==> src/design/pwl_macros.svh <==
`ifndef PWL_MACROS_SVH
`define PWL_MACROS_SVH

// Width of one DAC sample.
`define PWL_SAMPLE_WIDTH 16

// Samples per output batch.
`define PWL_BATCH_SIZE 8

// Entries in each wave memory.
`define PWL_SPARSE_DEPTH 64
`define PWL_DENSE_DEPTH 64

// Read latency of wave_memory.
`define PWL_MEM_DELAY 2

// Latency from x and slope to a finished batch.
`define PWL_INTRP_DELAY 3

`endif

==> src/design/wave_memory.sv <==
`timescale 1ns/1ns
`include "pwl_macros.svh"

module wave_memory #(
	parameter int DATA_WIDTH = 32,
	parameter int DEPTH = 64
) (
	input logic clk,
	input logic rst,
	input logic wr_en,
	input logic [$clog2(DEPTH)-1:0] wr_addr,
	input logic [DATA_WIDTH-1:0] wr_data,
	input logic rd_en,
	input logic [$clog2(DEPTH)-1:0] rd_addr,
	output logic [DATA_WIDTH-1:0] rd_data,
	output logic rd_valid
);

	logic [DATA_WIDTH-1:0] mem [DEPTH];
	logic [DATA_WIDTH-1:0] data_pipe [`PWL_MEM_DELAY];
	logic [`PWL_MEM_DELAY-1:0] valid_pipe;

	always_ff @(posedge clk) begin
		if (wr_en) begin
			mem[wr_addr] <= wr_data;
		end
	end

	// Block RAM read followed by output registers.
	always_ff @(posedge clk) begin
		data_pipe[0] <= mem[rd_addr];
		for (int i = 1; i < `PWL_MEM_DELAY; i++) begin
			data_pipe[i] <= data_pipe[i-1];
		end
	end

	always_ff @(posedge clk) begin
		if (rst) begin
			valid_pipe <= '0;
		end else begin
			valid_pipe <= {valid_pipe[`PWL_MEM_DELAY-2:0], rd_en};
		end
	end

	assign rd_data = data_pipe[`PWL_MEM_DELAY-1];
	assign rd_valid = valid_pipe[`PWL_MEM_DELAY-1];

	// Loader and player never own the memory at once.
	assert property (@(posedge clk) disable iff (rst) !(wr_en && rd_en));

endmodule

==> config.mk <==
export PLATFORM = sky130hd
export DESIGN_NAME = wave_memory
export DESIGN_NICKNAME = d
export VERILOG_FILES = /design/src/design/wave_memory.sv
export VERILOG_INCLUDE_DIRS = /design/src /design/src/design
export SDC_FILE = /design/constraint.sdc
export NUM_CORES = 2
export LEC_CHECK = 0
export BUFFER_PORTS_ARGS = -buffer_cell sky130_fd_sc_hd__buf_2
export CORE_MARGIN = 5
export CORE_UTILIZATION = 40
export DETAILED_ROUTE_END_ITERATION = 7
export SYNTH_ARGS = -nofsm -noshare
export SYNTH_HDL_FRONTEND = slang
export SYNTH_SLANG_ARGS = --single-unit
==> constraint.sdc <==
create_clock -name clk -period 5.76 [get_ports clk]
set_clock_uncertainty 0.05 [all_clocks]
set_input_delay 1.152 -clock clk [delete_from_list [all_inputs] [get_ports clk]]
set_output_delay 1.152 -clock clk [all_outputs]
set_load 0.01 [all_outputs]
# Word-level counts from Yosys, hierarchy flattened
# Memories as Yosys holds them, arrays and structs flattened.
# Index checks and enable logic that the tools add are counted.
[word_totals]
reg_bits = 2
ramBits = 2112
in_bits = 48
mem_count = 2
[classes]
n_mux = 2
[mem_list]
columns = ["memory", "depth", "width", "read_ports", "rd_ports_with_merged_regs", "write_ports", "line", "text"]
rows = [
  ["mem", 64, 32, 1, 0, 1, "wave_memory.sv:19", "logic [DATA_WIDTH-1:0] mem [DEPTH];"],
  ["data_pipe", 2, 32, 2, 0, 2, "wave_memory.sv:20", "logic [DATA_WIDTH-1:0] data_pipe [`PWL_MEM_DELAY];"],
]
[op_table]
columns = ["cell", "n"]
rows = [
  ["2-to-1 mux 1 bit", 2],
]

# Logic depth before layout (Yosys ltp)
[logic_depth]
depth_word = 2
depth_mapped = 10
mapped_depth_nobuf = 5

# Least setup slack after synthesis
# OpenSTA, ideal clock, no wires.
[synth_path]
kind = "input-to-reg"
from = "in wr_addr[3]"
to = "mem mem[10][0] (enable)"
t_arrival_ns = 3.341
setup_slack_ns = 1.948
path_stages = 4
n_path_buf = 2
cell_sequence = "clkbuf_1 -> or3b_2 -> clkbuf_1 -> nor2_1"
[synth_rtl]
columns = ["item", "line", "text"]
rows = [
  ["from (decl)", "wave_memory.sv:11", "input logic [$clog2(DEPTH)-1:0] wr_addr,"],
  ["to (decl)", "wave_memory.sv:19", ""],
]
# Straight into the memory's write port.

==> reports/results.ini <==
[sta]
maxSlewHeadroom_pct=8.14
slew_violations=0
fin_ws_ns=2.02
min_period_over_period_pct=65.0
fmax_mhz=267
setup_tns_ns=0
tightest_slew_ns=1.37
fin_crit_ns=3.74
setup_viol=0
rsz0062_at_grt=no
finalHoldViolCount=0

[worst_setup_path]
path_class=input pin to register
critPathCaptureType=register
critPathLaunchType=input pin
worstPathMaxFanout=25
required_ns=6.50
critPathArrivalTime_ns=4.48

[final_layout]
finalNetCount=3716
final_common_cell=edfxtp_1
syn_to_final_growth_pct=14.0
drive_gt1_share_pct=29.4
fillers=16200
mostFrequentLayoutCells=edfxtp_1, mux4_2, clkbuf_16

[placement]
pre_cts_slack_ns=1.13
routabilityCongestion=0.822
hpwlAfterDp_mm=123
io_buffers=80

[yosys]
synth_compound_area_share_pct=2.40
ys_seq_elements=2114
avgSynthCellArea_sq_um=23.2
synthAdderAreaFrac_pct=0
synth_xor_area_share_pct=0
async_reset_ff_share_pct=0
syn-num-nets=3461
yosysTopAreaCell=edfxtp_1
synth_edf_count=2048
synthFlopType=edfxtp_1
synth_top_family_by_area=multiplexers
ys_warn_count=0
synth_top_area_share_pct=77.6
syn-cell-area_sq_mm=0.0793
netlist_instances=3413
synth.distinct_cells=44
synthMuxAreaShare_pct=15.3
synth-seq-area-share_pct=79.2
synthSimpleGateAreaFrac_pct=1.49
ys_top_cells_by_area=edfxtp_1, mux4_2, dfxtp_1

[drt]
post_drt_via_cell_ratio=5.70
drc=0
dr.pass1.iters=7
wl_per_cell_um=31.1
ant_nets=0
wl_mm=202
dr_total_vias=37000
drt_iter0_drc=4046

[cts]
htree_levels=4
cts_tree=done
cts_setup_buffers=0
cts_buffers=206
cts_resized=0
clk_latency_ns=0.84
cts-root-buf=clkbuf_16
cts_sinks=2114
clkTransAtPathRegs_ns=0.07
cts-hold-fix-buffers=0
clk_path_buf_depth=3

[floorplanning]
die_x_um=455
initial_core_util_pct=40.2
fp.dieH_um=455
coreArea_sq_mm=0.197
die_area_sq_mm=0.207
row_count=163
io_pins=81

[global_routing]
grt_usage_pct=19.5
grt_remaining_overflow=0
antenna_found_initial=12
grt_pass1_vias=37500
grt_max_degree=92
grt_pass1_wl_mm=288

[status]
outcome=complete, no violations

[power_and_ir_drop]
ir_drop_uv=340
power.leakage_uw=0.0280
p_per_area_mw_per_mm2=352

[flow_run]
cap_viol_max_count=0

[worst_hold_path]
hp-class=register to register

-- power breakdown --
| group | total [uW] | leakage, uW | internal (uW) | switching (uW) |
|---|---|---|---|---|
| Sequential | 17100 | 0.0190 | 17000 | 102 |
| Combinational | 1540 | 0.00579 | 550 | 985 |
| Clock | 13100 | 0.00322 | 7430 | 5700 |
| Total | 31800 | 0.0280 | 25000 | 6790 |
-- synthesized netlist by cell type, types with 8 or more instances --
cell type / count
a31oi_1: 13
o221ai_1: 13
clkbuf_1: 74
and3_1: 8
nor2_1: 87
edfxtp_1: 2048
mux2i_1: 40
a211oi_1: 8
buf_2: 31
o22ai_1: 98
nand2_1: 43
a21oi_1: 40
a21boi_0: 12
a22oi_1: 54
mux4_1: 18
o21ai_0: 14
buf_4: 80
dfxtp_1: 66
mux4_2: 500
nor4_1: 19
nand3_1: 29
nor2b_1: 21
buf_1: 14
nor3_1: 14
o22a_1: 19
-- sequential cells by signal, indices dropped and copies added (netlist names) --
register,cells
data_pipe,64
mem,2048
valid_pipe,2
-- stage by stage --
stage          area [sq um]  utilization (%)  total power [uW]  cells  hold WS [ns]
2_1_floorplan         79300                -             18200   3413         0.260
3_3_place_gp          83800             42.5             19000   6100         0.263
3_5_place_dp          83800             42.5             19000   6100         0.263
4_1_cts               90400             45.8             32100   6481         0.277
5_1_grt               90400             45.8             32800   6485         0.286
6_report              90400             45.8             31800   6489         0.276
-- layout make-up --
class                           instances  area [sq um]  share of cell area [%]
Sequential cell                      2114         62800                    69.5
Multi-Input combinational cell       1086         15700                    17.4
Clock buffer                          280          5670                    6.27
Tap cell                             2640          3300                    3.65
Timing Repair Buffer                  258          1980                    2.19
Clock inverter                        101           903                   0.999
Antenna cell                            8          20.0                  0.0221
Inverter                                2          7.51                 0.00830
-- final timing paths --
check                                      start                to  slack, ns  cells past startpoint
worst max-delay path                  rd_addr[3]  data_pipe[0][27]       2.02                      7
worst min-delay path            data_pipe[0][10]  data_pipe[0][42]       0.28                      0
worst max register to register       mem[35][30]  data_pipe[0][30]       3.29                      5
worst min register to register  data_pipe[0][10]  data_pipe[0][42]       0.28                      0
-- kinds of logic (layout without fill, tap and decap cells) --
kind of cell / count (synthesis) / count (layout)
flip-flops: 2114 / 2114
multiplexers: 558 / 558
AO/OA/AOI/OAI: 281 / 281
AND/OR/NAND/NOR: 247 / 247
buffers and inverters: 213 / 641
other: 0 / 8
-- critical path, stage by stage --
cell	delay [ns]
buf_2	0.68
inv_1	0.68
nand2_1	0.19
buf_4	0.29
a21oi_1	0.07
a21boi_0	1.07
o22a_1	0.29
-- routing by layer --
layer	wire (um)	up-vias	track usage, %
li1	-	15100	-
met1	83500	20100	27.3
met4	7400	2	7.21
met3	12700	320	3.02
met5	17	-	0
met2	98300	1427	31.3
Power figures use the tool's default switching activity.
