==> config.mk <==
export PLATFORM = sky130hd
export DESIGN_NAME = slope_interpolator
export DESIGN_NICKNAME = d
export VERILOG_FILES = /design/src/design/pwl_pkg.sv /design/src/design/slope_interpolator.sv
export VERILOG_INCLUDE_DIRS = /design/src /design/src/design
export SDC_FILE = /design/constraint.sdc
export NUM_CORES = 1
export LEC_CHECK = 0
export CORE_AREA = 4 4 168 170
export CTS_BUF_LIST = sky130_fd_sc_hd__clkbuf_2 sky130_fd_sc_hd__clkbuf_4 sky130_fd_sc_hd__clkbuf_8
export CTS_CLUSTER_DIAMETER = 40
export DETAILED_ROUTE_END_ITERATION = 8
export DIE_AREA = 0 0 172 174
export DONT_BUFFER_PORTS = 1
export REMOVE_ABC_BUFFERS = 1
export SYNTH_ARGS = -nofsm -noshare
export SYNTH_HDL_FRONTEND = slang
export SYNTH_SLANG_ARGS = --single-unit
==> constraint.sdc <==
create_clock -name clk -period 4.6 [get_ports clk]
set_input_delay 0.46 -clock clk [delete_from_list [all_inputs] [get_ports clk]]
set_output_delay 0.46 -clock clk [all_outputs]
set_load 0.01 [all_outputs]
==> src/design/pwl_macros.svh <==
`ifndef PWL_MACROS_SVH
`define PWL_MACROS_SVH

// Width of one DAC sample.
`define PWL_SAMPLE_WIDTH 16

// Samples per output batch.
`define PWL_BATCH_SIZE 8

// Entries in each wave memory.
`define PWL_SPARSE_DEPTH 64
`define PWL_DENSE_DEPTH 64

// Read latency of wave_memory.
`define PWL_MEM_DELAY 2

// Latency from x and slope to a finished batch.
`define PWL_INTRP_DELAY 3

`endif

==> src/design/pwl_pkg.sv <==
`include "pwl_macros.svh"

package pwl_pkg;

	typedef logic [`PWL_SAMPLE_WIDTH-1:0] sample_t;
	typedef sample_t [`PWL_BATCH_SIZE-1:0] batch_t;
	typedef logic [`PWL_SAMPLE_WIDTH-1:0] dt_t;

	typedef logic [$clog2(`PWL_SPARSE_DEPTH)-1:0] sparse_addr_t;
	typedef logic [$clog2(`PWL_DENSE_DEPTH)-1:0] dense_addr_t;
	typedef logic [$clog2(`PWL_SPARSE_DEPTH+`PWL_DENSE_DEPTH+1)-1:0] region_count_t;

	typedef struct packed {
		sample_t x;
		sample_t slope;
		dt_t dt;
		logic sparse;
	} dma_cmd_t;

	typedef struct packed {
		dma_cmd_t cmd;
		logic next_sparse;
	} sparse_entry_t;

	typedef struct packed {
		batch_t batch;
		logic next_sparse;
	} dense_entry_t;

	// Follows a dense command through the interpolator.
	typedef struct packed {
		logic valid;
		dt_t dt;
		logic next_sparse;
	} intrp_tag_t;

	// One expansion step of a held sparse command.
	typedef struct packed {
		logic valid;
		sample_t x;
		sample_t slope;
	} hold_step_t;

	typedef struct packed {
		logic valid;
		logic sparse;
	} sel_tag_t;

	typedef enum logic [1:0] {LD_EMPTY, LD_LOADING, LD_FINISH, LD_LOADED} loader_state_t;

	typedef enum logic [2:0] {
		IDLE, FETCH, SEND_DENSE, SEND_SPARSE, HOLD_SPARSE, HALT
	} player_state_t;

endpackage

==> src/design/slope_interpolator.sv <==
`timescale 1ns/1ns
`include "pwl_macros.svh"

module slope_interpolator (
	input logic clk,
	input pwl_pkg::sample_t x,
	input pwl_pkg::sample_t slope,
	output pwl_pkg::batch_t intrp_batch
);

	pwl_pkg::batch_t ramp;
	pwl_pkg::batch_t sum;
	pwl_pkg::sample_t x_d;

	// Slope times slot index.
	always_ff @(posedge clk) begin
		x_d <= x;
		for (int i = 0; i < `PWL_BATCH_SIZE; i++) begin
			ramp[i] <= pwl_pkg::sample_t'(slope * i);
		end
	end

	// Offset by the start value, wrapping at sample width.
	always_ff @(posedge clk) begin
		for (int i = 0; i < `PWL_BATCH_SIZE; i++) begin
			sum[i] <= x_d + ramp[i];
		end
	end

	always_ff @(posedge clk) begin
		intrp_batch <= sum;
	end

endmodule

# Word-level counts from Yosys, hierarchy flattened
# Index checks and enable logic that the tools add are counted.
[totals]
regBits = 380
out_inout_bits = 128
elab_cells = 35
[op_classes]
add_sub_neg = 7
n_mul = 4
[ops]
columns = ["operator", "n"]
rows = [
  ["$add 16x16->16", 7],
  ["$mul 16x3->16 const B", 2],
  ["$mul 16x2->15 const B", 1],
  ["$mul 16x2->16 const B", 1],
]

# Longest topological paths before layout
[depth]
word_depth = 1
ltp_mapped = 9
mapped_depth_nobuf = 9

# Least setup slack after synthesis
# No wires, ideal clock.
[synth_timing]
path_type = "input to register"
startpoint = "input slope[0]"
endpoint = "register ramp[126] (netlist bit)"
t_arrival_ps = 2604
path_slack_ps = 1924
stages = 9
path_buffers = 0
cell_sequence = "fa_1 -> ha_1 -> fa_1 -> a211o_1 -> o211ai_1 -> a21oi_1 -> a311o_1 -> a21oi_1 -> xnor2_1"
[synth_between]
elab_chain_len = 1
[synth_lines]
columns = ["element", "line_no", "source"]
rows = [
  ["from (decl)", "slope_interpolator.sv:7", "input pwl_pkg::sample_t slope,"],
  ["$mul 16x3->16", "slope_interpolator.sv:19", "ramp[i] <= pwl_pkg::sample_t'(slope * i);"],
  ["to (signal, indexed assignment)", "slope_interpolator.sv:19", ""],
  ["to (decl)", "slope_interpolator.sv:11", "pwl_pkg::batch_t ramp;"],
]
# No other way between the ends.

# Worst setup path in the final report
[layout_timing]
startpoint = "input slope[0]"
endpoint = "register ramp[95] (netlist bit)"
# The elaborated chain is that of the path after synthesis.

==> impl_metrics.tcl <==
set metrics [dict create \
    synthDistinctLibCells 64 \
    clock_skew_ns 0.0142 \
    clock_latency_ns 0.56 \
    final_common_cell "dfxtp_1" \
    wl_per_cell_um 17.1 \
    diodes 0 \
    cts.clk_slew.worst_paths_ns 0.06 \
    synthXorXnorAreaFrac 0.0763 \
    drtAntennaViolNets 0 \
    drt-initial-drc-count 413 \
    synth_warnings 0 \
    finalWeightedCongestion 0.875 \
    die_h_um 174 \
    synth_top_family_by_area "adder cells" \
    grt_start_max_net_pins 14 \
    powerDensity_nw_per_um2 579 \
    cap_viol_max_count 0 \
    syn_area_per_cell_um2 10.6 \
    antenna_found_initial 0 \
    layout-drive-gt1-share 0.0758 \
    clock-sinks 311 \
    rows 60 \
    min_path_type "input pin to flip-flop" \
    tns_ns 0 \
    firstDrtPassIters 5 \
    slew_headroom 0.596 \
    nFillCells 2341 \
    synth_compound_area_frac 0.161 \
    tightest_slew_ns 0.605 \
    crit_type "input pin to flip-flop" \
    root_buffer "clkbuf_8" \
    synthAdderAreaFrac 0.171 \
    irDropWorstVdd_v 0.000301 \
    dp_hpwl_um 21500 \
    synthToLayoutAreaGrowth_pct 13.5 \
    yosys.area_share.simple 0.0924 \
    post-route-period-util 0.598 \
    numCtsBuffers 52 \
    p_leak_nw 6.50 \
    routed_wl_um 28900 \
    num_io_pins 161 \
    grt_use_total 0.192 \
    cts_tree "done" \
    drv_slew 0 \
    multi_input_area_um2 6690 \
    via_per_inst 5.45 \
    io_buffer_count 0 \
    worstSetupEndpointType "flip-flop" \
    die_area_um2 29900 \
    synth_area_um2 13200 \
    syn_inst 1244 \
    vias 9187 \
    fin_nets 1512 \
    ctsResizeCount 0 \
    clockBufferDepth 3 \
    utilization 0.560 \
    grt-ovfl-total 0 \
    cp.required_ns 5.04 \
    first_global_vias 9198 \
    post-route-min-period_ns 2.75 \
    synthMuxAreaShare 0.00616 \
    drc 0 \
    worstSetupStartpointType "input pin" \
    seq_area_frac_synth 0.472 \
    htreeDepth 2 \
    setup_viol 0 \
    hold_viol_final 0 \
    power_mw 8.66 \
    cp_max_fo 3 \
    ys_seq_elements 311 \
    chipWidth_um 172 \
    final_cell_mix "dfxtp_1, ha_1, a21oi_1" \
    grt_pass1_wl_um 46300 \
    design.core.area_um2 26700 \
    worstPathArrival_ns 3.19 \
    async_flop_share 0 \
    status "complete, no violations" \
    register_area_um2 6230 \
    synth_edf_count 0 \
    start_util 0.494 \
    ys.flop_type "dfxtp_1" \
    grt_setup_unrepaired "no" \
    fmax_ghz 0.364 \
]
-- where the power goes --
| group | total, mW | switching [mW] | internal (mW) | leakage [nW] |
|---|---|---|---|---|
| Sequential | 4.03 | 0.506 | 3.52 | 2.62 |
| Clock | 2.59 | 1.04 | 1.54 | 0.584 |
| Combinational | 2.05 | 1.13 | 0.913 | 3.29 |
| Total | 8.66 | 2.69 | 5.98 | 6.50 |
-- final timing paths --
path | start | endpoint | slack (ns) | cells after the start
max reg2reg | x_d[2]$_DFF_P_ | sum[44]$_DFF_P_ | 1.96 | 7
max | slope[0] | ramp[95]$_DFF_P_ | 1.85 | 10
min reg2reg | sum[108]$_DFF_P_ | intrp_batch[108]$_DFF_P_ | 0.32 | 0
min | slope[1] | ramp[113]$_DFF_P_ | 0.06 | 1
-- final cells by class --
cell class	count	share of cell area
timing repair buffer	32	0.0214
clock buffer	68	0.0592
tap	341	0.0285
inverter	45	0.0113
clock inverter	21	0.0170
sequential	311	0.416
multi-input combinational	869	0.447
-- synth_stat cells, types with 4 or more instances --
cell type	n	share of area
fa_1	21	0.032
nor2_1	73	0.021
o22ai_1	4	0.0019
o21ai_0	69	0.026
o31a_1	8	0.0053
nor3_1	28	0.011
o2111ai_1	5	0.0033
a211o_1	5	0.0033
mux2i_1	7	0.0053
o21bai_1	9	0.0051
nand3_1	19	0.0072
o21a_1	16	0.0091
dfxtp_1	311	0.47
a31oi_1	9	0.0043
or2_2	4	0.0019
nand3b_1	4	0.0023
o221ai_1	5	0.0033
o311ai_0	6	0.0040
buf_4	10	0.0057
nor2b_1	15	0.0071
a211oi_1	13	0.0074
nand4_1	13	0.0062
and3_1	7	0.0033
a221oi_1	5	0.0033
a21o_1	34	0.019
inv_1	45	0.013
nand2b_1	11	0.0052
ha_1	147	0.14
or4_1	5	0.0028
o211ai_1	7	0.0040
nor3b_1	4	0.0023
nand2_1	53	0.015
xnor2_1	86	0.057
xor2_1	29	0.019
clkbuf_1	8	0.0023
and2_1	4	0.0019
a21boi_0	4	0.0023
a21oi_1	100	0.038
-- metrics by stage --
step	hold WS (ns)	area [um2]	instances	setup WS (ns)
after CTS	0.0111	15000	1687	1.87
final	0.0552	15000	1687	1.85
after floorplan	0.310	13100	1225	1.92
after global placement	0.311	13500	1566	1.79
after global routing	0.0191	15000	1687	1.69
after detailed placement	0.312	13500	1566	1.76
-- state kept, by name, summed over array words and instances (netlist names) --
signal,flops
intrp_batch,118
ramp,59
sum,118
x_d,16
-- what timing repair did --
action | 4_1_cts | 5_1_grt
endpoints found under the hold margin | 33 | 0
hold buffers | 32 | 0
buffers inserted | 0 | 0
-- layer usage --
metal  up-vias  track usage  wire length (um)
li1       4611            -                 -
met1      4290        0.246             13000
met2       238        0.323             13700
met3        48       0.0446              1590
met4         0       0.0563               621
met5         -            0                 0
-- worst max-delay path: stages --
cell and delay (ns):
dlygate4sd3_1 0.58, ha_1 0.22, ha_1 0.21, fa_1 0.41
a21oi_1 0.22, o21ai_0 0.14, a211oi_1 0.44, o221ai_1 0.22
a21oi_1 0.21, xnor2_1 0.08
-- cells by family after synthesis --
group	Yosys count
flip-flops	311
XOR/XNOR	115
buffers and inverters	64
adder cells (fa/ha/maj)	168
multiplexers	8
AO/OA/AOI/OAI	328
AND/OR/NAND/NOR	250
Note: power is estimated with default switching activity, not from simulation.
