$ cat src/design/pwl_macros.svh
`ifndef PWL_MACROS_SVH
`define PWL_MACROS_SVH

// Width of one DAC sample.
`define PWL_SAMPLE_WIDTH 16

// Samples per output batch.
`define PWL_BATCH_SIZE 8

// Entries in each wave memory.
`define PWL_SPARSE_DEPTH 64
`define PWL_DENSE_DEPTH 64

// Read latency of wave_memory.
`define PWL_MEM_DELAY 2

// Latency from x and slope to a finished batch.
`define PWL_INTRP_DELAY 3

`endif

$ cat src/design/pwl_pkg.sv
`include "pwl_macros.svh"

package pwl_pkg;

	typedef logic [`PWL_SAMPLE_WIDTH-1:0] sample_t;
	typedef sample_t [`PWL_BATCH_SIZE-1:0] batch_t;
	typedef logic [`PWL_SAMPLE_WIDTH-1:0] dt_t;

	typedef logic [$clog2(`PWL_SPARSE_DEPTH)-1:0] sparse_addr_t;
	typedef logic [$clog2(`PWL_DENSE_DEPTH)-1:0] dense_addr_t;
	typedef logic [$clog2(`PWL_SPARSE_DEPTH+`PWL_DENSE_DEPTH+1)-1:0] region_count_t;

	typedef struct packed {
		sample_t x;
		sample_t slope;
		dt_t dt;
		logic sparse;
	} dma_cmd_t;

	typedef struct packed {
		dma_cmd_t cmd;
		logic next_sparse;
	} sparse_entry_t;

	typedef struct packed {
		batch_t batch;
		logic next_sparse;
	} dense_entry_t;

	// Follows a dense command through the interpolator.
	typedef struct packed {
		logic valid;
		dt_t dt;
		logic next_sparse;
	} intrp_tag_t;

	// One expansion step of a held sparse command.
	typedef struct packed {
		logic valid;
		sample_t x;
		sample_t slope;
	} hold_step_t;

	typedef struct packed {
		logic valid;
		logic sparse;
	} sel_tag_t;

	typedef enum logic [1:0] {LD_EMPTY, LD_LOADING, LD_FINISH, LD_LOADED} loader_state_t;

	typedef enum logic [2:0] {
		IDLE, FETCH, SEND_DENSE, SEND_SPARSE, HOLD_SPARSE, HALT
	} player_state_t;

endpackage

$ cat src/design/pwl_loader.sv
`timescale 1ns/1ns
`include "pwl_macros.svh"

module pwl_loader (
	input logic clk,
	input logic rst,
	input pwl_pkg::dma_cmd_t dma_cmd,
	input logic dma_valid,
	input logic dma_last,
	output logic dma_ready,
	output pwl_pkg::sample_t intrp_x,
	output pwl_pkg::sample_t intrp_slope,
	input pwl_pkg::batch_t intrp_batch,
	output logic sparse_wr_en,
	output pwl_pkg::sparse_addr_t sparse_wr_addr,
	output pwl_pkg::sparse_entry_t sparse_wr_data,
	output logic dense_wr_en,
	output pwl_pkg::dense_addr_t dense_wr_addr,
	output pwl_pkg::dense_entry_t dense_wr_data,
	output pwl_pkg::region_count_t region_count,
	output logic first_sparse,
	output logic loaded
);

	pwl_pkg::loader_state_t state;
	pwl_pkg::dma_cmd_t cur;
	logic cur_valid;
	logic cur_last;
	logic alive;
	pwl_pkg::intrp_tag_t tag_pipe [`PWL_INTRP_DELAY+1];
	pwl_pkg::intrp_tag_t tag_out;
	pwl_pkg::batch_t pack;
	pwl_pkg::batch_t pack_next;
	pwl_pkg::dt_t fill;
	logic busy;
	logic beat;
	logic retire;
	logic next_flag;
	logic fill_done;

	assign tag_out = tag_pipe[`PWL_INTRP_DELAY];

	always_comb begin
		busy = dense_wr_en;
		for (int i = 0; i <= `PWL_INTRP_DELAY; i++) begin
			busy = busy | tag_pipe[i].valid;
		end
	end

	// Lookahead full and the held command still blocked.
	assign dma_ready = alive && state != pwl_pkg::LD_FINISH
		&& !(cur_valid && (cur_last || (!cur.sparse && busy)));
	assign beat = dma_valid && dma_ready;
	assign retire = cur_valid && (beat || (cur_last && (cur.sparse || !busy)));
	// The final command points back at the first one.
	assign next_flag = cur_last ? first_sparse : dma_cmd.sparse;
	assign loaded = state == pwl_pkg::LD_LOADED;

	// Drop the first dt samples in at the fill offset.
	always_comb begin
		pack_next = pack;
		for (int i = 0; i < `PWL_BATCH_SIZE; i++) begin
			if (i >= int'(fill) && i < int'(fill) + int'(tag_out.dt)) begin
				pack_next[i] = intrp_batch[i - int'(fill)];
			end
		end
	end

	assign fill_done = tag_out.valid && (fill + tag_out.dt == pwl_pkg::dt_t'(`PWL_BATCH_SIZE));

	always_ff @(posedge clk) begin
		if (retire) begin
			intrp_x <= cur.x;
			intrp_slope <= cur.slope;
		end
		if (beat) begin
			cur <= dma_cmd;
			cur_last <= dma_last;
		end
		if (tag_out.valid) begin
			pack <= pack_next;
		end
		sparse_wr_data <= '{cmd: cur, next_sparse: next_flag};
		dense_wr_data <= '{batch: pack_next, next_sparse: tag_out.next_sparse};
	end

	always_ff @(posedge clk) begin
		if (rst) begin
			state <= pwl_pkg::LD_EMPTY;
			alive <= 1'b0;
			cur_valid <= 1'b0;
			for (int i = 0; i <= `PWL_INTRP_DELAY; i++) begin
				tag_pipe[i] <= '0;
			end
			fill <= '0;
			sparse_wr_en <= 1'b0;
			dense_wr_en <= 1'b0;
			sparse_wr_addr <= '0;
			dense_wr_addr <= '0;
			region_count <= '0;
			first_sparse <= 1'b0;
		end else begin
			alive <= 1'b1;
			if (beat) begin
				cur_valid <= 1'b1;
			end else if (retire) begin
				cur_valid <= 1'b0;
			end

			tag_pipe[0] <= '{valid: retire && !cur.sparse, dt: cur.dt, next_sparse: next_flag};
			for (int i = 1; i <= `PWL_INTRP_DELAY; i++) begin
				tag_pipe[i] <= tag_pipe[i-1];
			end

			if (tag_out.valid) begin
				fill <= fill_done ? '0 : fill + tag_out.dt;
			end
			sparse_wr_en <= retire && cur.sparse;
			dense_wr_en <= fill_done;

			if (sparse_wr_en) begin
				sparse_wr_addr <= sparse_wr_addr + 1'b1;
			end
			if (dense_wr_en) begin
				dense_wr_addr <= dense_wr_addr + 1'b1;
			end
			region_count <= region_count + pwl_pkg::region_count_t'(sparse_wr_en)
				+ pwl_pkg::region_count_t'(dense_wr_en);

			case (state)
				pwl_pkg::LD_LOADING: begin
					if (retire && cur_last) begin
						state <= pwl_pkg::LD_FINISH;
					end
				end
				pwl_pkg::LD_FINISH: begin
					if (!busy && !sparse_wr_en) begin
						state <= pwl_pkg::LD_LOADED;
					end
				end
				default: begin
					// First beat of a new waveform.
					if (beat) begin
						state <= pwl_pkg::LD_LOADING;
						first_sparse <= dma_cmd.sparse;
						sparse_wr_addr <= '0;
						dense_wr_addr <= '0;
						region_count <= '0;
						fill <= '0;
					end
				end
			endcase
		end
	end

	assert property (@(posedge clk) disable iff (rst)
		tag_out.valid |-> fill + tag_out.dt <= pwl_pkg::dt_t'(`PWL_BATCH_SIZE));

endmodule

$ cat config.mk
export PLATFORM = sky130hd
export DESIGN_NAME = pwl_loader
export DESIGN_NICKNAME = d
export VERILOG_FILES = /design/src/design/pwl_pkg.sv /design/src/design/pwl_loader.sv
export VERILOG_INCLUDE_DIRS = /design/src /design/src/design
export SDC_FILE = /design/constraint.sdc
export NUM_CORES = 1
export LEC_CHECK = 0
export BUFFER_PORTS_ARGS = -buffer_cell sky130_fd_sc_hd__buf_2
export CORE_AREA = 2 2 191 193
export DETAILED_ROUTE_END_ITERATION = 8
export DIE_AREA = 0 0 193 195
export GPL_ROUTABILITY_DRIVEN = 0
export GPL_TIMING_DRIVEN = 0
export PLACE_DENSITY_LB_ADDON = 0.12
export SYNTH_ARGS = -nofsm -noshare
export SYNTH_HDL_FRONTEND = slang
export SYNTH_SLANG_ARGS = --single-unit
export TNS_END_PERCENT = 50
$ cat constraint.sdc
create_clock -name clk -period 14.8 [get_ports clk]
set_clock_uncertainty 0.15 [all_clocks]
set_input_delay 2.22 -clock clk [delete_from_list [all_inputs] [get_ports clk]]
set_output_delay 2.22 -clock clk [all_outputs]
set_load 0.02 [all_outputs]
# After elaboration in Yosys (flattened, before gate mapping)
# Memory sizes are Yosys's and may differ from the RTL's.
# Index checks and enable logic that the tools add are counted.
# word_totals
regBits	432
ram_bits	72
inputBits	181
out_inout_bits	236
wordCells	184
memories	1
# op_classes
addsub	14
n_lt_le_gt_ge	24
n_eq_ne	7
muxes	58
bitwise	9
n_reduce_logical	32
# mem_list
memory	depth	width	rd	rd_clocked_by_memory_dff	wr	line_no	source
tag_pipe	4	18	4	0	4	pwl_loader.sv:30	pwl_pkg::intrp_tag_t tag_pipe [`PWL_INTRP_DELAY+1];
# op_table
op	count
$mux 16	28
$bmux 16 s3	8
$lt 17x5->1 const B	8
$lt 4x32->1 const A	3
$mux 18	4
$sub 3x16->17 const A	4
$ge 3x16->1 const A	4
$lt 3x32->1 const A	2
$mux 6	6
$sub 1x16->17 const A	2
$sub 2x16->17 const A	2
$ge 1x16->1 const A	2
$ge 2x16->1 const A	2
$lt 1x32->1 const A	1
$lt 2x32->1 const A	1
$logic_and 1x1->1	20
$add 16x16->17	1
$lt 3x17->1 const A	1
$add 16x16->16	1
$add 8x1->8	2
$eq 16x4->1 const B	1
$mux 8	2
$add 6x1->6 const B	2
$or 1x1->1	8
14 further kinds	29

# Depth between registers and ports, before layout
# logic_depth
word_depth	15
mapped_depth	14
mapped_depth_nobuf	11

# Least setup slack after synthesis
# No wires, ideal clock.
# synth_timing
path_kind	register -> output
from	mem tag_pipe[0][71] (netlist bit)
to	out dma_ready
arrival_ns	3.889
required_time_ns	12.430
setup_slack_ns	8.541
path_stages_with_launch	5
path_buffers	0
path_cell_list	dfxtp_1 or4_1 nor2_1 o21bai_1 a21oi_1
# synth_lines
element	line_no	source
from (decl)	pwl_loader.sv:30	
to (decl)	pwl_loader.sv:10	output logic dma_ready,

==> impl_metrics.yaml <==
detailed_routing:
  met2_length_um: 27640
  highest_layer: "met5"
  postRouteAntennaNets: 0
  drc: 0
  drt_iter0_markers: 1095
  wl_per_cell_um: 23.23
  vias: 14900
  wl_um: 59760
  viasPerCell: 5.789
  dr.pass1.iters: 6
  drt-met1-wl_um: 21480
  wl_met3_um: 7392
synthesis:
  yosysUniqueCellTypes: 66
  synth-seq-cells: 504
  syn_area_mm2: 0.02070
  postSynthAreaPerCell_um2: 12.95
  syn_nets: 1813
  synth-edff-count: 210
  async_reset_ff_share_pct: 0
  synth_ff_type: "dfxtp_1"
  synth_sequential_area_ratio_pct: 58.90
  synthCells: 1599
  yosysWarnings: 0
die:
  io_pins: 417
  start_util_pct: 58.48
  dieArea_mm2: 0.03764
  die_y_um: 195
  rows: 69
  core_mm2: 0.03540
  die_w_um: 193
grt:
  grt_pass1_wl_um: 87290
  grt_overflow: 0
  grt_antenna_before_repair: 4
  grt_pass1_vias: 14760
  gr-usage-all-layers_pct: 31.31
  grt_start_max_net_pins: 59
clocking:
  clk_latency_ns: 0.62
  cts_sinks: 504
  root_buffer: "clkbuf_16"
  cts_resized: 0
  cts_max_level: 2
  cts_setup_buffers: 0
  cts_hold_buf: 0
  clkTransAtPathRegs_ns: 0.07
  cts_buffer_depth: 3
  numCtsBuffers: 49
  cts_tree: "done"
timing:
  setup_viol: 0
  hold_viol: 0
  layout_worst_path_cycle_share_pct: 38.63
  slew-limit-headroom_pct: 20.00
  fmax_mhz: 174.9
  holdWs_ns: 0.1763
  worstMarginPinSlew_ns: 1.191
  fin_ws_ns: 9.083
  fin_crit_ns: 5.717
  rsz0062_at_grt: "false"
  setup_tns_ns: 0
  maxSlewViolCount: 0
critical_path:
  cp-start-kind: "flop"
  crit_arrival_ns: 5.92
  path_class: "flop to flop"
  crit_path_max_fanout: 13
  required_ns: 15.00
  worst_setup_path_end_kind: "flop"
place:
  dp.cells: 2479
  numPortBuffers: 416
  pre_cts_ws_ns: 9.176
  dpl.hpwl_um: 45330
power:
  p_leak_nw: 10.14
  ir_worst_vdd_mv: 0.1417
  powerDensity_mw_per_mm2: 129.0
  power.total_mw: 3.232
min_path:
  hold_path_class: "flop to flop"
job:
  maxCapViolCount: 0
finish:
  n_fill_cell: 2547
  fin_nets: 2284
  layout-drive-gt1-share_pct: 35.28
  areaGrowthSynthToFinish_pct: 21.03
  final_cells: 2573
run_status:
  outcome: "completed"
synth_stat cells (10+ instances only):
library cell | count | area share (%)
and2_1 | 14 | 0.42
xnor2_1 | 14 | 0.59
dfxtp_1 | 294 | 28
edfxtp_1 | 210 | 30
xor2_1 | 16 | 0.68
nand2_1 | 258 | 4.7
mux2_2 | 136 | 7.4
ha_1 | 31 | 1.9
o31ai_1 | 10 | 0.36
nor2_1 | 80 | 1.5
nor2b_1 | 72 | 2.2
o21ai_0 | 40 | 0.97
mux4_2 | 64 | 7.0
inv_1 | 19 | 0.34
mux2_4 | 20 | 1.5
mux2i_1 | 84 | 4.1
clkbuf_1 | 59 | 1.1
a21oi_1 | 38 | 0.92
mux2_1 | 11 | 0.60
buf_1 | 12 | 0.22
area by class of cell:
type                            instances  area, um2  share of cell area, %
Antenna cell                            3      7.507                0.02996
Buffer                                 83      362.8                  1.448
Clock buffer                           70       1376                  5.493
Clock inverter                         20      212.7                 0.8490
Inverter                               21      78.83                 0.3146
Multi-Input combinational cell        991       8066                  32.20
Sequential cell                       504      12200                  48.68
Tap cell                              461      576.8                  2.302
Timing Repair Buffer                  420       2177                  8.690
routing by layer:
layer | vias to the layer above | track usage (%)
met1 | 7070 | 37.04
li1 | 6667 | -
met4 | 2 | 16.05
met3 | 186 | 10.95
met2 | 971 | 50.42
met5 | - | 0
state kept, by name, indices dropped and copies added, names as in the netlist:
signal and flops:
dense_wr_data 129, pack 128, tag_pipe 72, sparse_wr_data 50, cur 49, fill 16
intrp_slope 16, intrp_x 16, region_count 8, dense_wr_addr 6, sparse_wr_addr 6, state 2
alive 1, cur_last 1, cur_valid 1, dense_wr_en 1, first_sparse 1, sparse_wr_en 1
stage by stage:
stage / instance area [um2] / util (%)
after global placement: 23360 / 65.99
after global routing: 25050 / 70.78
final: 25050 / 70.78
after CTS: 25030 / 70.70
after floorplan: 20700 / -
after detailed placement: 23440 / 66.21
report_power, final:
part	internal, mW	switching, mW	total, mW
sequential	1.54	0.0279	1.57
clock	0.705	0.539	1.24
combinational	0.162	0.258	0.421
total	2.41	0.825	3.23
cell usage in the layout (no fill, tap or decap), types with 12 or more instances in the layout:
cell and instances:
buf_2 421, a21oi_1 38, and2_1 14, mux2_2 136, nand2_1 258, nor2b_1 72
clkbuf_1 74, buf_1 12, o21ai_0 40, clkbuf_16 50, mux2i_1 84, inv_1 17
mux4_2 64, mux2_4 20, ha_1 31, edfxtp_1 210, xor2_1 16, nor2_1 80
xnor2_1 14, dfxtp_1 293
path summary, 6_finish.rpt:
check | startpoint | end | slack, ns | cells past startpoint
worst max-delay path | fill[1] | pack[40] | 9.08 | 13
worst max register to register | fill[1] | pack[40] | 9.08 | 13
worst min-delay path | tag_pipe[0][54] | dense_wr_data[0] | 0.18 | 0
worst min register to register | tag_pipe[0][54] | dense_wr_data[0] | 0.18 | 0
logic make-up (layout without fill, tap and decap cells):
kind of cell    count (synthesis)  in the layout  synth area share (%)
buf+inv                       104            614                 2.134
compound gates                139            139                 4.811
xor+xnor                       30             30                 1.269
simple gates                  474            474                 10.35
other cells                     0              3                     0
flops                         504            504                 58.90
mux                           315            315                 20.47
fa+ha+maj                      33             33                 2.067
worst max-delay path, cell delays in order (launching register included):
cell      delay, ns
dfxtp_1        0.52
clkbuf_1       0.38
inv_2          0.16
clkbuf_1       0.37
fa_1           0.58
nor2b_2        0.21
nand3_1        0.10
o32a_1         0.30
or3_1          0.30
a311oi_1       0.56
nand4_4        0.38
o41ai_4        0.81
buf_6          0.29
mux2_4         0.33
Power figures use the tool's default switching activity.
