**config.mk**
```make
export PLATFORM = sky130hd
export DESIGN_NAME = pwl_player
export DESIGN_NICKNAME = d
export VERILOG_FILES = /design/src/design/pwl_pkg.sv /design/src/design/pwl_player.sv
export VERILOG_INCLUDE_DIRS = /design/src /design/src/design
export SDC_FILE = /design/constraint.sdc
export NUM_CORES = 1
export LEC_CHECK = 0
export BUFFER_PORTS_ARGS = -buffer_cell sky130_fd_sc_hd__buf_2
export CAP_MARGIN = 10
export CORE_AREA = 3 3 195 197
export CTS_CLUSTER_DIAMETER = 50
export DETAILED_ROUTE_END_ITERATION = 10
export DIE_AREA = 0 0 198 200
export PLACE_DENSITY = 0.69
export REMOVE_ABC_BUFFERS = 1
export SETUP_SLACK_MARGIN = 0.3
export SYNTH_ARGS = -nofsm -noshare
export SYNTH_HDL_FRONTEND = slang
export SYNTH_SLANG_ARGS = --single-unit
```
**constraint.sdc**
```tcl
create_clock -name clk -period 8.4 [get_ports clk]
set_input_delay 2.1 -clock clk [delete_from_list [all_inputs] [get_ports clk]]
set_output_delay 2.1 -clock clk [all_outputs]
set_load 0.02 [all_outputs]
```
**src/design/pwl_macros.svh**
```systemverilog
`ifndef PWL_MACROS_SVH
`define PWL_MACROS_SVH

// Width of one DAC sample.
`define PWL_SAMPLE_WIDTH 16

// Samples per output batch.
`define PWL_BATCH_SIZE 8

// Entries in each wave memory.
`define PWL_SPARSE_DEPTH 64
`define PWL_DENSE_DEPTH 64

// Read latency of wave_memory.
`define PWL_MEM_DELAY 2

// Latency from x and slope to a finished batch.
`define PWL_INTRP_DELAY 3

`endif

```
**src/design/pwl_pkg.sv**
```systemverilog
`include "pwl_macros.svh"

package pwl_pkg;

	typedef logic [`PWL_SAMPLE_WIDTH-1:0] sample_t;
	typedef sample_t [`PWL_BATCH_SIZE-1:0] batch_t;
	typedef logic [`PWL_SAMPLE_WIDTH-1:0] dt_t;

	typedef logic [$clog2(`PWL_SPARSE_DEPTH)-1:0] sparse_addr_t;
	typedef logic [$clog2(`PWL_DENSE_DEPTH)-1:0] dense_addr_t;
	typedef logic [$clog2(`PWL_SPARSE_DEPTH+`PWL_DENSE_DEPTH+1)-1:0] region_count_t;

	typedef struct packed {
		sample_t x;
		sample_t slope;
		dt_t dt;
		logic sparse;
	} dma_cmd_t;

	typedef struct packed {
		dma_cmd_t cmd;
		logic next_sparse;
	} sparse_entry_t;

	typedef struct packed {
		batch_t batch;
		logic next_sparse;
	} dense_entry_t;

	// Follows a dense command through the interpolator.
	typedef struct packed {
		logic valid;
		dt_t dt;
		logic next_sparse;
	} intrp_tag_t;

	// One expansion step of a held sparse command.
	typedef struct packed {
		logic valid;
		sample_t x;
		sample_t slope;
	} hold_step_t;

	typedef struct packed {
		logic valid;
		logic sparse;
	} sel_tag_t;

	typedef enum logic [1:0] {LD_EMPTY, LD_LOADING, LD_FINISH, LD_LOADED} loader_state_t;

	typedef enum logic [2:0] {
		IDLE, FETCH, SEND_DENSE, SEND_SPARSE, HOLD_SPARSE, HALT
	} player_state_t;

endpackage

```
**src/design/pwl_player.sv**
```systemverilog
`timescale 1ns/1ns
`include "pwl_macros.svh"

module pwl_player (
	input logic clk,
	input logic rst,
	input logic run,
	input logic halt,
	input pwl_pkg::region_count_t region_count,
	input logic first_sparse,
	input logic loaded,
	output logic active,
	output logic sparse_rd_en,
	output pwl_pkg::sparse_addr_t sparse_rd_addr,
	input pwl_pkg::sparse_entry_t sparse_rd_data,
	input logic sparse_rd_valid,
	output logic dense_rd_en,
	output pwl_pkg::dense_addr_t dense_rd_addr,
	input pwl_pkg::dense_entry_t dense_rd_data,
	input logic dense_rd_valid,
	output pwl_pkg::sample_t intrp_x,
	output pwl_pkg::sample_t intrp_slope,
	input pwl_pkg::batch_t intrp_batch,
	output pwl_pkg::batch_t batch_out,
	output logic valid_batch_out,
	output logic rdy_to_run
);

	pwl_pkg::player_state_t state;
	pwl_pkg::region_count_t region_idx;
	logic cur_sparse;
	pwl_pkg::sample_t x_reg;
	pwl_pkg::sample_t slope_reg;
	pwl_pkg::dt_t dt_reg;
	logic next_reg;
	pwl_pkg::hold_step_t hold_pipe [`PWL_MEM_DELAY];
	pwl_pkg::hold_step_t hold_out;
	pwl_pkg::sel_tag_t sel_pipe [`PWL_INTRP_DELAY];
	pwl_pkg::batch_t dense_line [`PWL_INTRP_DELAY];
	logic streaming;
	logic advance;
	logic adv_next;
	pwl_pkg::dt_t batch_dt;

	assign batch_dt = pwl_pkg::dt_t'(`PWL_BATCH_SIZE);
	assign active = state != pwl_pkg::IDLE;
	assign rdy_to_run = state == pwl_pkg::IDLE && loaded;
	assign streaming = active && state != pwl_pkg::HALT;
	assign sparse_rd_en = state == pwl_pkg::FETCH && cur_sparse && !halt;
	assign dense_rd_en = state == pwl_pkg::FETCH && !cur_sparse && !halt;
	assign hold_out = hold_pipe[`PWL_MEM_DELAY-1];

	// Sparse reads and hold steps reach the interpolator at the same depth.
	assign intrp_x = sparse_rd_valid ? sparse_rd_data.cmd.x : hold_out.x;
	assign intrp_slope = sparse_rd_valid ? sparse_rd_data.cmd.slope : hold_out.slope;

	assign valid_batch_out = sel_pipe[`PWL_INTRP_DELAY-1].valid;
	assign batch_out = sel_pipe[`PWL_INTRP_DELAY-1].sparse ? intrp_batch
		: dense_line[`PWL_INTRP_DELAY-1];

	// Current region has sent its last batch.
	always_comb begin
		advance = 1'b0;
		adv_next = next_reg;
		case (state)
			pwl_pkg::SEND_DENSE: begin
				advance = dense_rd_valid;
				adv_next = dense_rd_data.next_sparse;
			end
			pwl_pkg::SEND_SPARSE: begin
				advance = sparse_rd_valid && sparse_rd_data.cmd.dt <= batch_dt;
				adv_next = sparse_rd_data.next_sparse;
			end
			pwl_pkg::HOLD_SPARSE: advance = dt_reg == batch_dt;
			default: advance = 1'b0;
		endcase
	end

	always_ff @(posedge clk) begin
		for (int i = 1; i < `PWL_INTRP_DELAY; i++) begin
			dense_line[i] <= dense_line[i-1];
		end
		dense_line[0] <= dense_rd_data.batch;
	end

	always_ff @(posedge clk) begin
		if (rst) begin
			state <= pwl_pkg::IDLE;
			for (int i = 0; i < `PWL_MEM_DELAY; i++) begin
				hold_pipe[i] <= '0;
			end
			for (int i = 0; i < `PWL_INTRP_DELAY; i++) begin
				sel_pipe[i] <= '0;
			end
			region_idx <= '0;
			sparse_rd_addr <= '0;
			dense_rd_addr <= '0;
			cur_sparse <= 1'b0;
		end else begin
			hold_pipe[0] <= '{valid: state == pwl_pkg::HOLD_SPARSE && !halt,
				x: x_reg, slope: slope_reg};
			for (int i = 1; i < `PWL_MEM_DELAY; i++) begin
				hold_pipe[i] <= hold_pipe[i-1];
			end
			sel_pipe[0] <= '{valid: streaming
				&& (dense_rd_valid || sparse_rd_valid || hold_out.valid),
				sparse: !dense_rd_valid};
			for (int i = 1; i < `PWL_INTRP_DELAY; i++) begin
				sel_pipe[i] <= sel_pipe[i-1];
			end

			case (state)
				pwl_pkg::IDLE: begin
					if (run && loaded) begin
						region_idx <= '0;
						sparse_rd_addr <= '0;
						dense_rd_addr <= '0;
						cur_sparse <= first_sparse;
						state <= pwl_pkg::FETCH;
					end
				end
				pwl_pkg::FETCH: begin
					state <= cur_sparse ? pwl_pkg::SEND_SPARSE : pwl_pkg::SEND_DENSE;
				end
				pwl_pkg::SEND_DENSE: begin
					if (dense_rd_valid) begin
						dense_rd_addr <= dense_rd_addr + 1'b1;
					end
				end
				pwl_pkg::SEND_SPARSE: begin
					if (sparse_rd_valid) begin
						sparse_rd_addr <= sparse_rd_addr + 1'b1;
						if (sparse_rd_data.cmd.dt > batch_dt) begin
							x_reg <= sparse_rd_data.cmd.x
								+ pwl_pkg::sample_t'(sparse_rd_data.cmd.slope * `PWL_BATCH_SIZE);
							slope_reg <= sparse_rd_data.cmd.slope;
							dt_reg <= sparse_rd_data.cmd.dt - batch_dt;
							next_reg <= sparse_rd_data.next_sparse;
							state <= pwl_pkg::HOLD_SPARSE;
						end
					end
				end
				pwl_pkg::HOLD_SPARSE: begin
					x_reg <= x_reg + pwl_pkg::sample_t'(slope_reg * `PWL_BATCH_SIZE);
					dt_reg <= dt_reg - batch_dt;
				end
				default: state <= pwl_pkg::IDLE;
			endcase

			if (advance) begin
				state <= pwl_pkg::FETCH;
				if (region_idx == region_count - 1'b1) begin
					// Wrap to the start of the waveform.
					region_idx <= '0;
					sparse_rd_addr <= '0;
					dense_rd_addr <= '0;
					cur_sparse <= first_sparse;
				end else begin
					region_idx <= region_idx + 1'b1;
					cur_sparse <= adv_next;
				end
			end
			if (halt && streaming) begin
				state <= pwl_pkg::HALT;
			end
		end
	end

	// Output only while playing or draining right after a halt.
	assert property (@(posedge clk) disable iff (rst)
		valid_batch_out |-> state != pwl_pkg::IDLE || $past(state == pwl_pkg::HALT)
			|| $past(state == pwl_pkg::HALT, 2));

endmodule

```
# [Word level (Yosys, flattened, before mapping)]
# Memories as Yosys holds them, arrays and structs flattened.
# Index checks and enable logic that the tools add are counted.
[word_totals] register_bits=73 n_memories=3 ram_bits=456
[memory_table] name="dense_line" words=3 word_bits=128 read_ports=3 rd_ports_with_merged_regs=0 wr=3 line_no="pwl_player.sv:39" text="pwl_pkg::batch_t dense_line [`PWL_INTRP_DELAY];"
[memory_table] name="hold_pipe" words=2 word_bits=33 read_ports=2 rd_ports_with_merged_regs=0 wr=2 line_no="pwl_player.sv:36" text="pwl_pkg::hold_step_t hold_pipe [`PWL_MEM_DELAY];"
[memory_table] name="sel_pipe" words=3 word_bits=2 read_ports=3 rd_ports_with_merged_regs=0 wr=3 line_no="pwl_player.sv:38" text="pwl_pkg::sel_tag_t sel_pipe [`PWL_INTRP_DELAY];"
[op_classes] eq_ne=14 muxes=44 n_reduce_logical=28 add_sub_neg=8 bitwise_logic=7 n_lt_le_gt_ge=2
[ops] operator="128-bit two-way mux" n=1
[ops] operator="16-bit two-way mux" n=6
[ops] operator="33-bit two-way mux" n=2
[ops] operator="16-bit case mux with 2 select lines" n=2
[ops] operator="6-bit two-way mux" n=8
[ops] operator="16-bit adder" n=2
[ops] operator="8-bit two-way mux" n=4
[ops] operator="16-bit by 4-bit subtractor with 16-bit output, second input constant" n=2
[ops] operator="6-bit case mux with 2 select lines" n=2
[ops] operator="16-bit by 4-bit == test with 1-bit output, second input constant" n=1
[ops] operator="16-bit by 4-bit > comparator with 1-bit output, second input constant" n=1
[ops] operator="16-bit by 4-bit less-or-equal comparator with 1-bit output, second input constant" n=1
[ops] operator="4-bit AND reduction" n=4
[ops] operator="3-bit two-way mux" n=5
[ops] operator="6-bit by 1-bit adder with 6-bit output, second input constant" n=2
[ops] operator="3-bit case mux with 4 select lines" n=1
[ops] operator="1-bit logical AND" n=11
[ops] operator="8-bit by 1-bit adder with 8-bit output, second input constant" n=1
[ops] operator="8-bit == test" n=1
[ops] operator="1-bit two-way mux" n=8
[ops] operator="4-bit inequality test, second input constant" n=2
[ops] operator="8-bit by 1-bit subtractor with 8-bit output, second input constant" n=1
[ops] operator="3-bit by 2-bit == test with 1-bit output, second input constant" n=2
[ops] operator="2-bit two-way mux" n=3
[ops] operator="other kinds (19)" n=30

# [Depth between registers and ports, before layout]
# Gate-level depths: netlist of run 1.
[logic_depth] word_depth=6 ltp_mapped=10 ltp_nobuf=10

# [Worst setup path before layout of run 1]
# Ideal clock, no wire load.
[synth_timing] path_kind="in2out" startpoint="input port sparse_rd_valid" endpoint="output port intrp_slope[0]" t_arrival_ns=3.061 setup_slack_ns=3.239 n_path_buf=2 stages=3 path_cell_list="clkbuf_1 -> clkbuf_1 -> mux2_2"
[synth_via] elab_chain_len=1
[synth_rtl] item="from (decl)" line_no="pwl_player.sv:16" text="input logic sparse_rd_valid,"
[synth_rtl] item="16-bit two-way mux" line_no="pwl_player.sv:55" text="assign intrp_slope = sparse_rd_valid ? sparse_rd_data.cmd.slope : hold_out.slope;"
[synth_rtl] item="to (decl)" line_no="pwl_player.sv:22" text="output pwl_pkg::sample_t intrp_slope,"
# Every way passes these cells.

# [Worst setup path after layout of run 1]
[layout_timing] startpoint="input port sparse_rd_valid" endpoint="output port intrp_slope[1]"
# Same word-level chain as after synthesis.

==> flow_metrics.tcl, run 1 <==
set metrics [dict create \
    cts_setup_buffers 0 \
    antenna_found_initial 23 \
    ant_nets 0 \
    min_period_over_period_pct 65.88 \
    place_area_mm2 0.01931 \
    outcome "finished clean" \
    synth_warnings 0 \
    fp.dieH_um 200 \
    initial_core_util_pct 44.84 \
    path_clk_slew_ns 0.07 \
    cellPowerDensity_mw_per_mm2 275.1 \
    grt.overflow.total 0 \
    syn-cell-area_mm2 0.01634 \
    drive_gt1_share_pct 42.38 \
    drv_cap 0 \
    wire_per_inst_um 18.23 \
    regMostFlops "dense_line" \
    max_slew_margin_pct 33.75 \
    synth.area.top_cells "dfxtp_1 59%, mux2_2 11%, edfxtp_1 9.0%, nor2b_1 3.0%, ha_1 2.3%" \
    synth_ff_type "dfxtp_1" \
    synthToLayoutAreaGrowth_pct 29.32 \
    cts.htree.levels 2 \
    gp_congestion 0.8275 \
    grt_pass1_wl_mm 59.17 \
    cts_max_path_buffers 3 \
    largest_register_ffs 384 \
    cts_resized 0 \
    fin_nets 2110 \
    reg_top3 "dense_line x384, hold_pipe x66" \
    drc 0 \
    tightestPinTransition_ns 0.9861 \
    mostFrequentLayoutCells "498 x buf_2, 479 x dfxtp_1, 160 x mux2_2" \
    synth-seq-cells 529 \
    finalMaxSlewViolations 0 \
    hold_viol_final 0 \
    clk_latency_ns 0.59 \
    cts-hold-fix-buffers 0 \
    yosysTopAreaCell "dfxtp_1" \
    path_class "in2out" \
    clock-sinks 529 \
    grtUsageTotal_pct 19.66 \
    cp.arrival_ns 3.43 \
    core_mm2 0.03643 \
    die_area_mm2 0.03960 \
    routed_wl_mm 41.47 \
    startpoint_type "input port" \
    synth_cells 1238 \
    synth_edf_count 49 \
    p_leak_nw 9.340 \
    tns_ns 0 \
    drt_iter0_markers 383 \
    ir_worst_vdd_uv 168.4 \
    synth_cell_types 64 \
    end_kind "output pin" \
    cp.required_ns 6.30 \
    final_common_cell "buf_2" \
    grt_start_max_net_pins 74 \
    rows 70 \
    via_count 10880 \
    fin_skew_ns 0.009070 \
    avgViaCountPerCell 4.783 \
    setup_viol 0 \
    hp-class "reg2reg" \
    dr.pass1.iters 5 \
    tritoncts "built" \
    io_buffers 498 \
    cts-buffers-inserted 53 \
    stdcell_area_mm2 0.02113 \
    die_x_um 198 \
    grt_pass1_vias 10650 \
    ys_async_sr_fraction_pct 0 \
    yosysSeqAreaShare_pct 67.83 \
    avgSynthCellArea_um2 13.20 \
    period_minus_slack_ns 5.534 \
    utilization_pct 57.98 \
    max_freq_mhz 180.7 \
    dp_hpwl_mm 31.17 \
    path_max_fanout 43 \
    rsz0062_at_grt "no" \
    ioPinCount 500 \
    cts-root-buf "clkbuf_16" \
    synth_top_area_share_pct 58.82 \
]
## stage by stage
step / total power, mW / instances / hold WS [ns] / worst slack (ns)
global route: 6.059 / 2274 / 0.3233 / 2.793
CTS: 5.876 / 2266 / 0.3213 / 2.862
detailed placement: 3.490 / 2168 / 0.3121 / 2.868
global placement: 3.470 / 2168 / 0.3097 / 2.877
floorplan: 3.234 / 1197 / 0.3096 / 2.601
finish: 5.812 / 2275 / 0.3196 / 2.866
## Yosys cell counts (4+ instances only)
master and count:
a21o_1 11, a21oi_1 40, a311oi_1 4, a31oi_1 6, and3_1 4, clkbuf_1 38, dfxtp_1 480, edfxtp_1 49
ha_1 30, inv_1 23, mux2_2 160, mux2i_1 10, nand2_1 38, nand2b_1 14, nand3_1 12, nand4_1 4
nor2_1 59, nor2b_1 79, nor3_1 16, nor3b_1 4, nor4_1 8, o21ai_0 29, or3_1 7, xnor2_1 26
xor2_1 19
## layout make-up
| cell class | count | area (µm²) |
|---|---|---|
| diodes | 9 | 22.52 |
| well taps | 468 | 585.6 |
| clock buffers | 73 | 1483 |
| multi-input cells | 645 | 5024 |
| fillers | 2953 | 15310 |
| inverters | 23 | 86.33 |
| flip-flops and latches | 529 | 11080 |
| clock inverters | 25 | 311.5 |
| repair buffers | 503 | 2530 |
## worst paths after layout
path	startpoint	endpoint	slack [ns]	depth (start not counted)
min	dense_line[0][252]	dense_line[0][380]	0.32	0
min reg2reg	dense_line[0][252]	dense_line[0][380]	0.32	0
max reg2reg	x_reg[3]	x_reg[13]	5.66	10
max	sparse_rd_valid	intrp_slope[1]	2.87	3
## routing by layer
| layer | wire length (µm) | global-route usage, % |
|---|---|---|
| met1 | 15600 | 21.71 |
| met2 | 20990 | 34.75 |
| met3 | 3385 | 6.428 |
| met4 | 1346 | 8.834 |
| met5 | 148 | 0 |
## where the power goes
part	leakage (nW)	total (mW)	internal [mW]	switching, mW
registers	4.47	2.79	2.72	0.0725
clock network	0.871	2.37	1.40	0.972
logic	4.00	0.645	0.280	0.365
## logic make-up (layout without fill, tap and decap cells)
family / count (synthesis) / after routing / share of synthesized area [%]
DFF: 529 / 529 / 67.83
and+or+nand+nor: 274 / 274 / 9.237
muxes: 170 / 170 / 11.64
AOI/OAI and AO/OA: 124 / 124 / 4.825
buffers and inverters: 64 / 624 / 1.516
xor gates and xnor gates: 45 / 45 / 2.413
adders and majority gates: 32 / 32 / 2.543
other: 0 / 9 / 0
## critical path: stages
cell and delay (ns):
buf_2 0.73, mux2_2 0.42, buf_2 0.16
(Power assumes the default switching activity.)
==> run 2: changes to the inputs <==
--- a/config.mk
+++ b/config.mk
@@ -8,11 +8,11 @@
 export LEC_CHECK = 0
 export BUFFER_PORTS_ARGS = -buffer_cell sky130_fd_sc_hd__buf_2
 export CAP_MARGIN = 10
-export CORE_AREA = 3 3 195 197
+export CORE_AREA = 3 3 191 193
 export CTS_CLUSTER_DIAMETER = 50
 export DETAILED_ROUTE_END_ITERATION = 10
-export DIE_AREA = 0 0 198 200
-export PLACE_DENSITY = 0.69
+export DIE_AREA = 0 0 194 196
+export PLACE_DENSITY = 0.71
 export REMOVE_ABC_BUFFERS = 1
 export SETUP_SLACK_MARGIN = 0.3
 export SYNTH_ARGS = -nofsm -noshare
==> constraint.sdc (replaced) <==
create_clock -name clk -period 5.7 [get_ports clk]
set_input_delay 1.425 -clock clk [delete_from_list [all_inputs] [get_ports clk]]
set_output_delay 1.425 -clock clk [all_outputs]
set_load 0.02 [all_outputs]
==> run 2 against run 1 <==
  * First-iteration DRC count grew 28%
  * Die area shrank 4.0%
  * Flip-flop and latch count unchanged
  * Critical path type unchanged
  * Design area decreased by 0.20%
  * Largest cell class unchanged
==> flow_metrics.tcl, run 2 (same netlist as run 1, synthesis figures left out) <==
set metrics [dict create \
    ant_nets 0 \
    initial_core_util_pct 47.06 \
    max_slew_margin_pct 37.60 \
    via_count 10770 \
    tritoncts "built" \
    rows 68 \
    grt_start_max_net_pins 73 \
    ioPinCount 500 \
    outcome "finished clean" \
    core_mm2 0.03471 \
    r2r-end "x_reg[13]" \
    fin_cells 2260 \
    cts-buffers-inserted 52 \
    cp-startpoint "sparse_rd_valid" \
    avgViaCountPerCell 4.765 \
    hp-class "reg2reg" \
    grtUsageTotal_pct 20.44 \
    p_leak_nw 9.343 \
    fp.dieH_um 196 \
    r2r_start "x_reg[3]" \
    gp_congestion 0.8911 \
    period_minus_slack_ns 4.155 \
    tns_ns 0 \
    dp_hpwl_mm 30.64 \
    routed_wl_mm 40.71 \
    end_kind "output pin" \
    cp.required_ns 4.28 \
    fin_total_pwr_mw 8.474 \
    r2r_slack_ns 3.01 \
    critPathCapture "intrp_x[0]" \
    hold_slack_ns 0.3161 \
    cts-root-buf "clkbuf_16" \
    reg2reg_depth 10 \
    setup_ws_ns 1.545 \
    placed_cells 2155 \
    setup_viol 0 \
    mostFrequentLayoutCells "498 x buf_2, 479 x dfxtp_1, 160 x mux2_2" \
    fin_skew_ns 0.008125 \
    fin_nets 2109 \
    antenna_found_initial 19 \
    cts-hold-fix-buffers 0 \
    ir_worst_vdd_uv 293.8 \
    dpl_worst_slack_ns 1.542 \
    final_common_cell "buf_2" \
    grt_pass1_vias 10630 \
    drv_cap 0 \
    cts_resized 0 \
    io_buffers 498 \
    dr.pass1.iters 5 \
    path_max_fanout 43 \
    min_period_over_period_pct 72.89 \
    rsz0062_at_grt "no" \
    die_area_mm2 0.03802 \
    wire_per_inst_um 18.01 \
    path_clk_slew_ns 0.06 \
    finalMaxSlewViolations 0 \
    cellPowerDensity_mw_per_mm2 401.9 \
    clock-sinks 529 \
    die_x_um 194 \
    place_area_mm2 0.01931 \
    stdcell_area_mm2 0.02108 \
    drt_iter0_markers 490 \
    cts.htree.levels 2 \
    clk_latency_ns 0.55 \
    path_class "in2out" \
    max_freq_mhz 240.7 \
    utilization_pct 60.74 \
    grt_pass1_wl_mm 60.74 \
    cp.arrival_ns 2.73 \
    cts_setup_buffers 0 \
    startpoint_type "input port" \
    regMostFlops "dense_line" \
    hold_viol_final 0 \
    drc 0 \
    largest_register_ffs 384 \
    tightestPinTransition_ns 0.9360 \
    cts_max_path_buffers 3 \
    reg_top3 "dense_line x384, hold_pipe x66" \
    grt.overflow.total 0 \
    drive_gt1_share_pct 42.65 \
    synthToLayoutAreaGrowth_pct 29.06 \
]
==> run 2: cell count changes in the layout (fill, tap and decap cells not counted), sizes merged <==
cell      before  now
bufinv         5    4
clkinv        12   14
inv           28   30
clkbuf        73   70
clkinvlp       3    1
==> run 2: worst min path at each step <==
| stage | from | end | slack (ns) | cells after the start |
|---|---|---|---|---|
| detailed placement | dense_line[0][23] | dense_line[0][151] | 0.31 | 0 |
| CTS | dense_line[0][224] | dense_line[0][352] | 0.32 | 0 |
| global route | dense_line[0][224] | dense_line[0][352] | 0.32 | 0 |
| global placement | dense_line[0][45] | dense_line[0][173] | 0.31 | 0 |
| floorplan | dense_line[0][0] | dense_line[0][128] | 0.31 | 0 |
| finish | dense_line[0][224] | dense_line[0][352] | 0.32 | 0 |
==> run 2: area by class of cell <==
class                   instances  area, µm²
flip-flops and latches        529      11080
clock inverters                26      285.3
clock buffers                  70       1470
multi-input cells             645       5024
fillers                      2835      13630
well taps                     455      569.3
repair buffers                503       2542
diodes                          9      22.52
inverters                      23      86.33
==> run 2: worst max-delay path, stage by stage <==
cell	delay, ns
buf_2	0.70
mux2_2	0.42
buf_2	0.16
==> run 2: power breakdown <==
part           switching, mW  total [mW]  internal (mW)
registers              0.108        4.12           4.01
clock network           1.40        3.41           2.01
logic                  0.534       0.946          0.412
==> run 2: routing by layer <==
metal	wire, µm	up-vias	GRT usage, %
met4	1003	12	6.543
met1	16510	5033	24.69
li1	-	5308	-
met2	20750	338	36.03
met3	2355	78	5.049
met5	92	-	0
